## src/verilog/npu_buf_pkg.sv

```systemverilog
// NPU buffer system definitions
package npu_buf_pkg;

  // DMA side
  localparam int BEAT_W     = 128;
  localparam int BEAT_BYTES = BEAT_W / 8;
  localparam int DMA_AW     = 16;
  localparam int BEAT_AW    = DMA_AW - 2;  // Below the bank code

  // Bank codes, 2'd3 unused
  localparam logic [1:0] BANK_IOB   = 2'd0;
  localparam logic [1:0] BANK_WB    = 2'd1;
  localparam logic [1:0] BANK_INSTB = 2'd2;

  // Word widths
  localparam int IOB_W   = 256;
  localparam int WB_W    = 512;
  localparam int INSTB_W = 128;

  // Beats per word and lane bits in the beat address
  localparam int IOB_BEATS   = IOB_W / BEAT_W;
  localparam int WB_BEATS    = WB_W / BEAT_W;
  localparam int INSTB_BEATS = INSTB_W / BEAT_W;
  localparam int IOB_LB      = $clog2(IOB_BEATS);
  localparam int WB_LB       = $clog2(WB_BEATS);
  localparam int INSTB_LB    = $clog2(INSTB_BEATS);

  // Word address widths
  localparam int IOB_AW   = 8;
  localparam int WB_AW    = 6;
  localparam int INSTB_AW = 8;

  typedef logic [IOB_W-1:0]   iob_word_t;
  typedef logic [WB_W-1:0]    wb_word_t;
  typedef logic [INSTB_W-1:0] instb_word_t;

  // APB register map
  localparam int APB_AW = 8;
  localparam logic [APB_AW-1:0] REG_CTRL   = 8'h00;
  localparam logic [APB_AW-1:0] REG_STATUS = 8'h04;
  localparam logic [APB_AW-1:0] REG_IRQ    = 8'h08;

endpackage
```

## src/verilog/apb_cfg_regs.sv

```systemverilog
// APB control and status registers
`timescale 1ns/1ps

module apb_cfg_regs (
  input  logic                          xclk,
  input  logic                          i_arst_n,
  input  logic                          i_psel,
  input  logic                          i_penable,
  input  logic                          i_pwrite,
  input  logic [npu_buf_pkg::APB_AW-1:0] i_paddr,
  input  logic [31:0]                   i_pwdata,
  output logic [31:0]                   o_prdata,
  input  logic                          i_npu_done,
  output logic                          o_npu_start,
  output logic                          o_npu_stop,
  output logic                          o_dma_own,
  output logic                          o_interrupt
);
  import npu_buf_pkg::*;

  logic wr_en;
  logic ctrl_wr;
  logic irq_wr;
  logic start_req;
  logic stop_req;
  logic busy;

  assign wr_en   = i_psel & i_penable & i_pwrite;  // Access phase write
  assign ctrl_wr = wr_en && (i_paddr == REG_CTRL);
  assign irq_wr  = wr_en && (i_paddr == REG_IRQ);

  assign start_req = ctrl_wr & i_pwdata[0];
  assign stop_req  = ctrl_wr & i_pwdata[1];

  always_ff @(posedge xclk or negedge i_arst_n) begin
    if (!i_arst_n) begin
      o_npu_start <= 1'b0;
      o_npu_stop  <= 1'b0;
      o_dma_own   <= 1'b0;
      busy        <= 1'b0;
      o_interrupt <= 1'b0;
    end else begin
      o_npu_start <= start_req;  // One cycle pulses
      o_npu_stop  <= stop_req;

      if (ctrl_wr)
        o_dma_own <= i_pwdata[2];

      // Start has priority over done
      if (start_req)
        busy <= 1'b1;
      else if (stop_req || i_npu_done)
        busy <= 1'b0;

      // A done in the clearing cycle is kept
      if (i_npu_done)
        o_interrupt <= 1'b1;
      else if (irq_wr && i_pwdata[0])
        o_interrupt <= 1'b0;
    end
  end

  // Read data during setup and access
  always_comb begin
    o_prdata = 32'h0;
    if (i_psel && !i_pwrite) begin
      case (i_paddr)
        REG_CTRL:   o_prdata = {29'h0, o_dma_own, 2'b00};
        REG_STATUS: o_prdata = {30'h0, o_dma_own, busy};
        REG_IRQ:    o_prdata = {31'h0, o_interrupt};
        default:    o_prdata = 32'h0;
      endcase
    end
  end

  a_start_stop_excl: assert property (
    @(posedge xclk) disable iff (!i_arst_n) !(o_npu_start && o_npu_stop)
  ) else $error("npu start and stop pulsed together");

endmodule

```

## config.mk

```make
export PLATFORM = sky130hd
export DESIGN_NAME = apb_cfg_regs
export DESIGN_NICKNAME = d
export VERILOG_FILES = /design/src/verilog/npu_buf_pkg.sv /design/src/verilog/apb_cfg_regs.sv
export SDC_FILE = /design/constraint.sdc
export NUM_CORES = 1
export LEC_CHECK = 0
export BUFFER_PORTS_ARGS = -buffer_cell sky130_fd_sc_hd__buf_2
export CAP_MARGIN = 40
export CORE_ASPECT_RATIO = 0.7
export CORE_UTILIZATION = 26
export DETAILED_ROUTE_END_ITERATION = 10
export PLACE_DENSITY = 0.8
export REMOVE_ABC_BUFFERS = 1
export SLEW_MARGIN = 0
export SYNTH_ARGS = -nofsm -noshare
export SYNTH_HDL_FRONTEND = slang
export SYNTH_SLANG_ARGS = --single-unit
```

## constraint.sdc

```tcl
create_clock -name xclk -period 1.5 [get_ports xclk]
set_input_delay 0.225 -clock xclk [delete_from_list [all_inputs] [get_ports xclk]]
set_output_delay 0.225 -clock xclk [all_outputs]
set_load 0.01 [all_outputs]
```

=== Yosys cells after proc, flatten, opt, wreduce, memory -nomap -nowiden ===
Index checks and enable logic that the tools add are counted.

* Bits in read-only memories: 0
* Logic and storage cells: 26
* Memories kept: 0
* Input bits: 46
* Output and inout port bits: 36
* Register bits: 5
* Memory bits (writable): 0
* Latch bits: 0

* Divide/modulo/power cells: 0
* $mul: 0
* Reductions and logical operators: 9
* Equal/unequal tests: 2
* Shift operators: 0
* Add/sub/neg operators: 0
* Multiplexer cells: 6
* Bitwise logic cells: 4
* Magnitude comparators: 0

{| class="wikitable"
|+ Operators with widths
! cell !! count
|-
| $pmux 3 s3 || 1
|-
| $eq 8x3->1 const B || 1
|-
| $eq 8x4->1 const B || 1
|-
| $logic_not 8->1 || 1
|-
| $and 1x1->1 || 4
|-
| $logic_and 1x1->1 || 4
|-
| $mux 1 || 4
|-
| $reduce_bool 2->1 || 2
|-
| $mux 3 || 1
|-
| $logic_not 1->1 || 1
|-
| $logic_or 1x1->1 || 1
|}

=== Logic depth before layout (Yosys ltp) ===
Gate-level depths: netlist of run 1.

* Word-level depth: 7
* Depth in mapped cells: 3
* Gate-level depth less buffers: 3

=== Worst setup path after synthesis of run 1 ===
OpenSTA, ideal clock, no wires.

* Path kind: input -> output
* Start point: input port i_paddr[6] (netlist bit)
* End point: output port o_prdata[0]
* Setup slack: -126 ps
* Buffers on the path: 0
* Cell stages on the path: 3
* Required time: 1,275 ps
* Arrival time: 1,401 ps
* Path through: or4b_4 > or2_4 > a211oi_1

* Longest elaborated chain between the ends: 3
* Elaborated cells on any way between the ends: 5
* Classes of those cells: eq/ne (2); mux (2); reduce/logical (1)

{| class="wikitable"
|+ Ends and longest elaborated chain
! what !! line !! source
|-
| start, declared || apb_cfg_regs.sv:10 || <nowiki>input logic [npu_buf_pkg::APB_AW-1:0] i_paddr,</nowiki>
|-
| $eq 8x4->1, or another cell as far along || apb_cfg_regs.sv:67 || <nowiki>case (i_paddr)</nowiki>
|-
| $pmux 3 s3 (*) || apb_cfg_regs.sv:67 ||
|-
| $mux 3 (*) || apb_cfg_regs.sv:66 || <nowiki>if (i_psel && !i_pwrite) begin</nowiki>
|-
| end, declared || apb_cfg_regs.sv:12 || <nowiki>output logic [31:0] o_prdata,</nowiki>
|}

Mark *: on every way between the ends. The rest lies on a longest branch, timed or not.

=== Worst setup path in the final report of run 1 ===
* Start point: input port i_paddr[0] (netlist bit)
* End point: output port o_prdata[1]

Same word-level chain as after synthesis.

==> results.md, run 1 <==
* Die Span X at around 57 um
* CTS sink cnt at 5
* Slew Limit Fails at 0
* Largest net degree at the start of global routing at 9
* Share of Yosys cell area claimed by the top area cell type at 0.4009
* VDD IR max at 0.2620 mV
* H-tree levels at 1
* Worst-path clk slew at 40 ps
* Ant diodes at 0
* Most common cell after layout, fill and taps aside: conb_1
* Buffers on Ports at 23
* DRT antenna net count at 0
* Final worst path period share at 1.130
* Via count at 404
* WL final at roughly 1.0 mm
* Root Buffer: clkbuf_4
* CP Class: in -> out
* Reg2Reg Depth at 1
* Worst r2r src: o_dma_own$_DFFE_PN0N_
* Synth warnings at 0
* Fill cells at about 210
* Crit path time final at approximately 1700 ps
* Failing checks: setup timing
* Clk_skew at 0 ps
* WP data required at about 1300 ps
* Dominant cells by area after synthesis: buf_4 (40%), dfrtp_1 (23%), nand2b_1 (4.6%)
* CTS tree: built
* Vias in the first global route at about 320
* Worst R2R End: o_dma_own$_DFFE_PN0N_
* Setup violations, final at 3
* Hold path depth at 2
* Initial DRT Pass Iterations at 4
* Avg Cell Area, Syn at between 9 and 10 um2
* LEAKAGE at around 0.35 nW
* Core ar. at ~0.0019 mm2
* Die height at between 40 and 50 um
* GRT Total Usage at 0.08730
* Critical path endpoint category: output port
* Pwr Total at approximately 0.00037 W
* RSZ-0062 raised after global routing: true
* Reg2reg setup slack at 720 ps
* Status: finished, violations left
* Final hold vios at 0
* Hold worst-path end: o_interrupt$_DFFE_PN0P_
* Setup ws final at -195.5 ps
* Final non-filler cell total at between 100 and 150
* Total gr overflow at 0
* Placement Setup Slack at -283.6 ps
* Placed cells at around 100
* Area growth, synth to finish at 19.59%
* Final Hold Slack at between 200 and 250 ps
* Post-synth top area cell: buf_4
* # IOs at between 80 and 90
* Latest clock arrival within the worst-skew pair at approximately 240 ps
* First-pass GRT wire length at about 1.4 mm
* Mapped Cells at 56
* Pwr per Cell Area at roughly 580 mW/mm2
* Drt drc at 0
* Wirelength per Cell at 9.477 um
* Startpoint types: input pin
* Clock Path Buffers at 2
* Seq/Total Area, Yosys at 0.2304
* CP Max Fanout at 4
* CTS buffer count at 3
* Die footprint at around 0.0023 mm2
* RePlAce Congestion at between 0.6 and 0.7
* Max-Cap Viols at 0
* Initial antenna violation count at 0
* Core Util, Final at 0.3412
* Class of the worst hold path: in -> reg
* Drt initial violations at 4
* Commonest non-fill, non-tap cells in the layout: conb_1 (29), buf_2 (22), dfrtp_1 (5)
* Post-DP HPWL at approximately 890 um
* Row count at 13
* Synthesized cell area at around 540 um2
* Vias per cell at between 3 and 4
* Critical Path AT at 1470 ps
* Hold Startpoint: i_npu_done
* Initial Util at 0.2853
* Fraction of layout cells with a size suffix above 1 at 0.4253
* Yosys cell types at 18
* F_max at between 500 and 600 MHz
* Layout Nets at 134
* Flops & latches, synth at 5
kinds of logic (layout without fill, tap and decap cells):
kind of cell / Yosys count / in the layout / share of synthesized area
other: 1 / 29 / 0.006906
buffers and inverters: 30 / 33 / 0.4078
DFF: 5 / 5 / 0.2304
muxes: 1 / 1 / 0.02074
and+or+nand+nor: 16 / 16 / 0.2880
AOI/OAI and AO/OA: 3 / 3 / 0.04609
flip-flops by register name (all words and copies together), names as in the netlist:
name and count:
o_npu_start 1, busy 1, o_npu_stop 1, o_dma_own 1, o_interrupt 1
metal layers:
| metal | wire length [um] | GRT usage |
|---|---|---|
| met5 | 0 | 0 |
| met4 | 17 | 0.05488 |
| met2 | 535 | 0.1382 |
| met1 | 392 | 0.1019 |
| met3 | 87 | 0.03548 |
area by class of cell:
class | instances | area (um2) | share of cell area
multi-input combinational | 49 | 305.3 | 0.4701
timing repair buffer | 28 | 161.4 | 0.2486
sequential | 5 | 125.1 | 0.1927
tap | 22 | 27.53 | 0.04239
clock buffer | 4 | 26.28 | 0.04046
inverter | 1 | 3.754 | 0.005780
Yosys cell counts, drive strengths merged:
cell type	number
mux2	1
a211oi	1
nor4b	1
nor4	4
nand2b	4
conb	1
buf	29
or2	1
o41ai	1
or3	1
o2bb2ai	1
nand2	1
nand3b	3
inv	1
dfrtp	5
or4b	1
critical path, stage by stage:
cell	delay, ps
buf_6	90
or4b_4	520
or2_4	270
nor4b_4	200
buf_2	160
what timing repair did:
item                                    4_1_cts  5_1_grt
pin swaps                                     4        1
hold buffers                                  1        0
resized for setup                             1        1
hold endpoints to repair                      5        0
endpoints found under the setup margin        4        4
setup buffers                                 0        0
per-stage QoR:
| stage | setup TNS (ps) | cell area [um2] |
|---|---|---|
| 2_1_floorplan | -362.3 | 430.4 |
| 3_3_place_gp | -1196 | 603.1 |
| 3_5_place_dp | -1432 | 603.1 |
| 4_1_cts | -593.2 | 645.6 |
| 5_1_grt | -668.0 | 649.4 |
| 6_report | -517.3 | 649.4 |
how the worst max path moves through the flow:
stage,to,from,slack [ps],cells after the start
detailed placement,o_dma_own$_DFFE_PN0N_,i_paddr[6],-280,5
CTS,o_prdata[2],i_paddr[0],-220,5
global route,o_prdata[1],i_paddr[0],-260,5
finish,o_prdata[1],i_paddr[0],-200,5
floorplan,o_prdata[0],i_paddr[6],-130,3
global placement,o_prdata[1],i_paddr[6],-250,5
report_power, final:
group	internal [W]	switching [W]	total [W]
clock	0.000100	0.0000520	0.000152
sequential	0.000136	0.000000346	0.000136
combinational	0.0000286	0.0000564	0.0000850
Power figures use the tool's default switching activity.
==> run 2, diff against run 1 <==
Settings changed: ABC_AREA from default to 1, CELL_PAD_IN_SITES_DETAIL_PLACEMENT from default to 0, CELL_PAD_IN_SITES_GLOBAL_PLACEMENT from default to 2, CORE_UTILIZATION 26 to 10, PLACE_DENSITY 0.8 to 0.76.
==> run 2 against run 1 <==
The run now ends clean; flip-flop and latch count is the same; synthesized cell count grew 43%; sequential power barely moved; clock-buffer cell count did not move; largest power group unchanged; highest routed layer unchanged.
==> results.md, run 2 <==
* Status: completed (was finished, violations left)
* CP max stage delay at 370 ps (was 520 ps)
* Buffers on Ports at 23 (unchanged)
* WP data required at 1270 ps (about the same)
* Post-CTS Setup Bufs at 0 (unchanged)
* Die Span X at 90.79 um (was 56.62 um)
* Dominant cells by area after synthesis: buf_4 (39%), dfrtp_1 (23%), nand2_1 (8.8%) (was buf_4 (40%), dfrtp_1 (23%), nand2b_1 (4.6%))
* Sequential share of power at 0.294 (was 0.365)
* WL final at 1.164 mm (was 1.033 mm)
* Ant diodes at 0 (unchanged)
* Final hold vios at 0 (unchanged)
* Synthesized cell area at 551.8 um2 (was 543.0 um2)
* Vias in the first global route at 384 (was 321)
* Asr flop ratio synth at 1.000 (unchanged)
* Class of the worst hold path: in -> reg (unchanged)
* LEAKAGE at 0.4086 nW (was 0.3483 nW)
* Clock Path Buffers at 2 (unchanged)
* RePlAce Congestion at 0.6474 (was 0.6899)
* Core Util, Final at 0.1323 (was 0.3412)
* Critical path endpoint category: output port (unchanged)
* Total gr overflow at 0 (unchanged)
* Fill cells at 642 (was 207)
* Main flop type after synthesis: dfrtp_1 (unchanged)
* Via count at 450 (was 404)
* Mapped Cells at 80 (was 56)
* Fin Setup TNS at 0 ps (was -517.3 ps)
* Commonest cells post-synth: buf_4 (29), nand2_1 (13), inv_1 (11), nor2_1 (6) (was buf_4 (29), dfrtp_1 (5), nand2b_1 (4), nand3b_1 (3), nor4_2 (2))
* Row count at 22 (was 13)
* Clock share of power at 0.528 (was 0.408)
* Post-synth EDFFs at 0 (unchanged)
* CTS buffer count at 3 (unchanged)
* Area growth, synth to finish at 26.76% (was 19.59%)
* Startpoint types: register (was input pin)
* Hold path depth at 3 (was 2)
* Avg Cell Area, Syn at 6.897 um2 (was 9.697 um2)
* Initial antenna violation count at 0 (unchanged)
* CTS tree: built (unchanged)
* Die height at 64.15 um (was 40.24 um)
* Sw Ratio at 0.2637 (was 0.2911)
* Fraction of layout cells with a size suffix above 1 at 0.2991 (was 0.4253)
* Drt drc at 0 (unchanged)
* Slew Limit Fails at 0 (unchanged)
* Max-Cap Viols at 0 (unchanged)
* Commonest non-fill, non-tap cells in the layout: conb_1 (29), buf_2 (23), nand2_1 (13) (was conb_1 (29), buf_2 (22), dfrtp_1 (5))
* Wirelength per Cell at 6.503 um (was 9.477 um)
* Flops & latches, synth at 5 (unchanged)
* Drt initial violations at 14 (was 4)
* Placed cells at 174 (was 104)
* Post-synth top area cell: buf_4 (unchanged)
* Vias per cell at 2.514 (was 3.706)
* CP Class: reg -> out (was in -> out)
* Reg2Reg Depth at 4 (was 1)
* Die footprint at 0.005824 mm2 (was 0.002278 mm2)
* Crit path time final at 1323 ps (was 1695 ps)
* VDD IR max at 0.1479 mV (was 0.2620 mV)
* # IOs at 82 (unchanged)
* Root Buffer: clkbuf_8 (was clkbuf_4)
* Share of Yosys cell area claimed by the top area cell type at 0.3946 (was 0.4009)
* Critical Path AT at 1100 ps (was 1470 ps)
* Count leader, synth: buf_4 (unchanged)
* CTS sink cnt at 5 (unchanged)
* Switch Pwr at 0.0001224 W (was 0.0001088 W)
* Largest net degree at the start of global routing at 6 (was 9)
* Synth warnings at 0 (unchanged)
* Slowest CP cell: dfrtp_1 (was or4b_4)
* Latest clock arrival within the worst-skew pair at 220 ps (was 240 ps)
* Yosys cell types at 14 (was 18)
* Post-DP HPWL at 1.074 mm (was 894.7 um)
* CP cell instances: nand3_1 > nor4_1 > buf_2 (was buf_6 > or4b_4 > or2_4 > nor4b_4 > buf_2)
* Worst-path clk slew at 30 ps (was 40 ps)
* Most common cell after layout, fill and taps aside: conb_1 (unchanged)
* Initial DRT Pass Iterations at 4 (unchanged)
* Setup violations, final at 0 (was 3)
* Layout Nets at 154 (was 134)
* CP Max Fanout at 3 (was 4)
* Seq/Total Area, Yosys at 0.2268 (was 0.2304)
* GRT Total Usage at 0.03965 (was 0.08730)
* Initial Util at 0.1044 (was 0.2853)
* Logic pwr share at 0.178 (was 0.228)
* Final non-filler cell total at 179 (was 109)
* H-tree levels at 1 (unchanged)
* Core ar. at 0.005285 mm2 (was 0.001903 mm2)
* First-pass GRT wire length at 1.718 mm (was 1.407 mm)
* P_int at 0.0003417 W (was 0.0002649 W)
* Clk_skew at 0 ps (unchanged)
* F_max at 756.1 MHz (was 589.8 MHz)
* DRT antenna net count at 0 (unchanged)
* Pwr per Cell Area at 663.5 mW/mm2 (was 575.5 mW/mm2)
* RSZ-0062 raised after global routing: false (was true)
* Final worst path period share at 0.8817 (was 1.130)
==> run 2: layout make-up <==
cell class                      count  area (um2)  area share
Clock buffer                        4       45.04     0.06440
Tap cell                           72       90.09      0.1288
Inverter                           11       41.29     0.05903
Multi-Input combinational cell     63       272.8      0.3900
Sequential cell                     5       125.1      0.1789
Timing Repair Buffer               24       125.1      0.1789
==> run 2: power groups by stage <==
stage | registers (W) | logic, W | clock network, W
after CTS | 0.000137 | 0.0000825 | 0.000255
after floorplan | 0.000138 | 0.0000492 | 0
after global placement | 0.000138 | 0.0000793 | 0
after detailed placement | 0.000138 | 0.0000804 | 0
final | 0.000137 | 0.0000825 | 0.000245
after global routing | 0.000137 | 0.0000937 | 0.000264
==> run 2: logic make-up after synthesis <==
| kind of cell | count (synthesis) | synth area share |
|---|---|---|
| AOI/OAI and AO/OA | 1 | 0.009062 |
| DFF | 5 | 0.2268 |
| other | 1 | 0.006796 |
| buffers and inverters | 40 | 0.4694 |
| and+or+nand+nor | 33 | 0.2880 |
==> run 2: critical path, delay by kind of cell (launching register included) <==
kind / cells / cell delay [ps]
DFF: 1 / 370
and+or+nand+nor: 2 / 330
buffers and inverters: 1 / 180
==> run 2: worst paths after layout <==
check | start | endpoint | slack [ps]
worst min-delay path | i_npu_done | o_interrupt$_DFFE_PN0P_ | 210
worst min register to register | o_interrupt$_DFFE_PN0P_ | o_interrupt$_DFFE_PN0P_ | 510
min in group asynchronous | i_arst_n | o_npu_stop$_DFF_PN0_ | 350
worst max register to register | busy$_DFFE_PN0P_ | busy$_DFFE_PN0P_ | 840
worst max-delay path | o_dma_own$_DFFE_PN0N_ | o_prdata[1] | 180
max in group asynchronous | i_arst_n | o_interrupt$_DFFE_PN0P_ | 1020
==> run 2: what timing repair did <==
action | CTS | global route
hold endpoints to repair | 5 | 0
endpoints found under the setup margin | 0 | 0
gates resized for setup | 0 | 0
hold buffers | 1 | 0
==> run 2: metrics by stage <==
| stage | area [um2] | hold WS (ps) | power, W | setup slack (ps) |
|---|---|---|---|---|
| 3_3_place_gp | 644.4 | 47.09 | 0.0002176 | 283.5 |
| 5_1_grt | 699.4 | 227.5 | 0.0004941 | 50.24 |
| 2_1_floorplan | 439.2 | -70.59 | 0.0001875 | 365.0 |
| 3_5_place_dp | 644.4 | 47.99 | 0.0002186 | 279.7 |
| 6_report | 699.4 | 210.8 | 0.0004641 | 177.5 |
| 4_1_cts | 699.4 | 207.4 | 0.0004736 | 150.3 |
==> run 2: metal layers <==
| layer | vias up | track usage | wire length (um) |
|---|---|---|---|
| li1 | 235 | - | - |
| met1 | 192 | 0.04497 | 489 |
| met2 | 21 | 0.06250 | 580 |
| met3 | 2 | 0.01667 | 78 |
| met4 | 0 | 0.02381 | 15 |
| met5 | - | 0 | 0 |
==> run 3, diff against run 2 <==
--- a/config.mk
+++ b/config.mk
@@ -14,5 +14,5 @@
 export CORE_UTILIZATION = 10
 export DETAILED_ROUTE_END_ITERATION = 10
-export PLACE_DENSITY = 0.76
+export PLACE_DENSITY_LB_ADDON = 0.1
 export REMOVE_ABC_BUFFERS = 1
 export SLEW_MARGIN = 0
==> constraint.sdc (replaced) <==
create_clock -name xclk -period 1.5 [get_ports xclk]
set_input_delay 0.3 -clock xclk [delete_from_list [all_inputs] [get_ports xclk]]
set_output_delay 0.3 -clock xclk [all_outputs]
set_load 0.01 [all_outputs]
==> run 3 against run 2 <==
Combinational power is 7.0% higher; total power is 1.1% higher; utilization is 0.62 points higher; register-to-register slack hardly changed; sequential share of layout area is 0.80 points lower; die area stayed put; clock skew stayed put; worst hold slack better by 88 ps; via count is 2.7% higher; critical path depth is 4 higher; highest routed layer unchanged.
==> results.md, run 3 (synthesis gave the netlist of run 2 again) <==
* Buffers on Ports at 23 (unchanged)
* Drt drc at 0 (unchanged)
* CP most frequent cell: buf_2
* CTS buffer count at 3 (unchanged)
* Core ar. at 0.005285 mm2 (unchanged)
* Vias in the first global route at 425 (was 384)
* Most common cell after layout, fill and taps aside: conb_1 (unchanged)
* Final hold vios at 0 (unchanged)
* Clk_skew at 0 ps (unchanged)
* Area post-placement at 659.4 um2 (was 644.4 um2)
* Worst r2r src: busy$_DFFE_PN0P_ (unchanged)
* Fraction of layout cells with a size suffix above 1 at 0.3486 (was 0.2991)
* Finished layout cell area at 732.0 um2 (was 699.4 um2)
* Class of the worst hold path: in -> reg (unchanged)
* Die footprint at 0.005824 mm2 (unchanged)
* Setup violations, final at 0 (unchanged)
* Worst R2R End: busy$_DFFE_PN0P_ (unchanged)
* Die Span X at 90.79 um (unchanged)
* Clock Path Buffers at 2 (unchanged)
* CP endpoint: o_prdata[0] (was o_prdata[1])
* Critical Path AT at 1080 ps (was 1100 ps)
* LEAKAGE at 0.4177 nW (was 0.4086 nW)
* Final worst path period share at 0.9167 (was 0.8817)
* Initial Util at 0.1044 (unchanged)
* Row count at 22 (unchanged)
* # IOs at 82 (unchanged)
* Commonest non-fill, non-tap cells in the layout: conb_1 (29), buf_2 (23), nand2_1 (13) (unchanged)
* WL final at 1.276 mm (was 1.164 mm)
* CTS sink cnt at 5 (unchanged)
* Crit path from: i_paddr[7] (was o_dma_own$_DFFE_PN0N_)
* GRT Total Usage at 0.04652 (was 0.03965)
* Reg2Reg Depth at 4 (unchanged)
* Slew Limit Fails at 0 (unchanged)
* Post-DP HPWL at 1.153 mm (was 1.074 mm)
* Vias per cell at 2.552 (was 2.514)
* Initial DRT Pass Iterations at 4 (unchanged)
* WP data required at 1200 ps (was 1270 ps)
* Initial antenna violation count at 0 (unchanged)
* Pwr per Cell Area at 641.1 mW/mm2 (was 663.5 mW/mm2)
* Fin Setup TNS at 0 ps (unchanged)
* H-tree levels at 1 (unchanged)
* Slowest CP cell: a21oi_2 (was dfrtp_1)
* Count of cell instances traversed by the critical path at 7 (was 3)
* RePlAce Congestion at 0.6221 (was 0.6474)
* Bufs and invs on worst path at 3 (was 1)
* CTS tree: built (unchanged)
* Startpoint types: input pin (was register)
* CP Max Fanout at 3 (unchanged)
* Layout Nets at 156 (was 154)
* F_max at 727.2 MHz (was 756.1 MHz)
* Final Hold Slack at 298.8 ps (was 210.8 ps)
* Via count at 462 (was 450)
* DRT antenna net count at 0 (unchanged)
* Crit path time final at 1375 ps (was 1323 ps)
* CP cell instances: buf_2 > nor2_2 > nand2_2 > inv_1 > nand3_1 > a21oi_2 > buf_2 (was nand3_1 > nor4_1 > buf_2)
* CP Class: in -> out (was reg -> out)
* Ant diodes at 0 (unchanged)
* Critical path endpoint category: output port (unchanged)
* Total gr overflow at 0 (unchanged)
* Max-Cap Viols at 0 (unchanged)
* RSZ-0062 raised after global routing: false (unchanged)
* First-pass GRT wire length at 1.994 mm (was 1.718 mm)
* CP max stage delay at 150 ps (was 370 ps)
* Post-CTS Setup Bufs at 0 (unchanged)
* Pwr Total at 0.0004693 W (was 0.0004641 W)
* Largest net degree at the start of global routing at 6 (unchanged)
* Die height at 64.15 um (unchanged)
* Root Buffer: clkbuf_8 (unchanged)
* Worst-path clk slew at 30 ps (about the same)
* Wirelength per Cell at 7.050 um (was 6.503 um)
* VDD IR max at 0.2035 mV (was 0.1479 mV)
* Area growth, synth to finish at 32.65% (was 26.76%)
* Critical path's top delay family: buffers and inverters (was flip-flops)
* Latest clock arrival within the worst-skew pair at 220 ps (about the same)
* Status: completed (unchanged)
* Drt initial violations at 10 (was 14)
* Reg2reg setup slack at 840 ps (about the same)
==> run 3: what timing repair did <==
item,in CTS,in global routing
endpoints found under the setup margin,0,3
gates resized for setup,0,4
hold buffers,1,0
hold endpoints to repair,5,0
==> run 3: per-layer routing <==
layer / share of wire / wire length, um / vias up / GRT usage
li1: - / - / 239 / -
met1: 0.47 / 606 / 194 / 0.06268
met2: 0.43 / 553 / 27 / 0.06345
met3: 0.083 / 106 / 2 / 0.02500
met4: 0.0078 / 10 / 0 / 0.01190
met5: 0 / 0 / - / 0
==> run 3: power breakdown <==
group          internal [W]  total (W)  switching (W)  leakage (nW)
Clock              0.000182   0.000244      0.0000623        0.0228
Sequential         0.000136   0.000137    0.000000432        0.0646
Combinational     0.0000260  0.0000883      0.0000622         0.330
==> run 3: layout make-up <==
cell class              instances  area, um2
inverters                      11      41.29
well taps                      72      90.09
clock buffers                   4      45.04
repair buffers                 26      140.1
fillers                       630       4553
flip-flops and latches          5      125.1
multi-input cells              63      290.3
==> run 3: worst register-to-register path, cell delays in order (launching register included) <==
cell and delay [ps]:
dfrtp_1 360, inv_1 50, nor2_1 40, nand2_1 50
nand2_1 40
==> run 3: stage by stage <==
| stage | setup WS, ps | std cells | util |
|---|---|---|---|
| CTS | 59.25 | 181 | 0.1352 |
| global route | 2.641 | 181 | 0.1385 |
| detailed placement | 108.2 | 176 | 0.1248 |
| floorplan | 290.0 | 79 | - |
| finish | 124.9 | 181 | 0.1385 |
| global placement | 91.44 | 176 | 0.1248 |
==> run 3: worst min path at each step <==
stage	cells past startpoint	slack (ps)	from	endpoint
finish	3	300	i_npu_done	o_interrupt$_DFFE_PN0P_
global route	3	320	i_npu_done	o_interrupt$_DFFE_PN0P_
CTS	3	300	i_npu_done	o_interrupt$_DFFE_PN0P_
detailed placement	1	120	i_arst_n	o_npu_start$_DFF_PN0_
global placement	1	130	i_arst_n	o_interrupt$_DFFE_PN0P_
floorplan	0	4	i_arst_n	busy$_DFFE_PN0P_
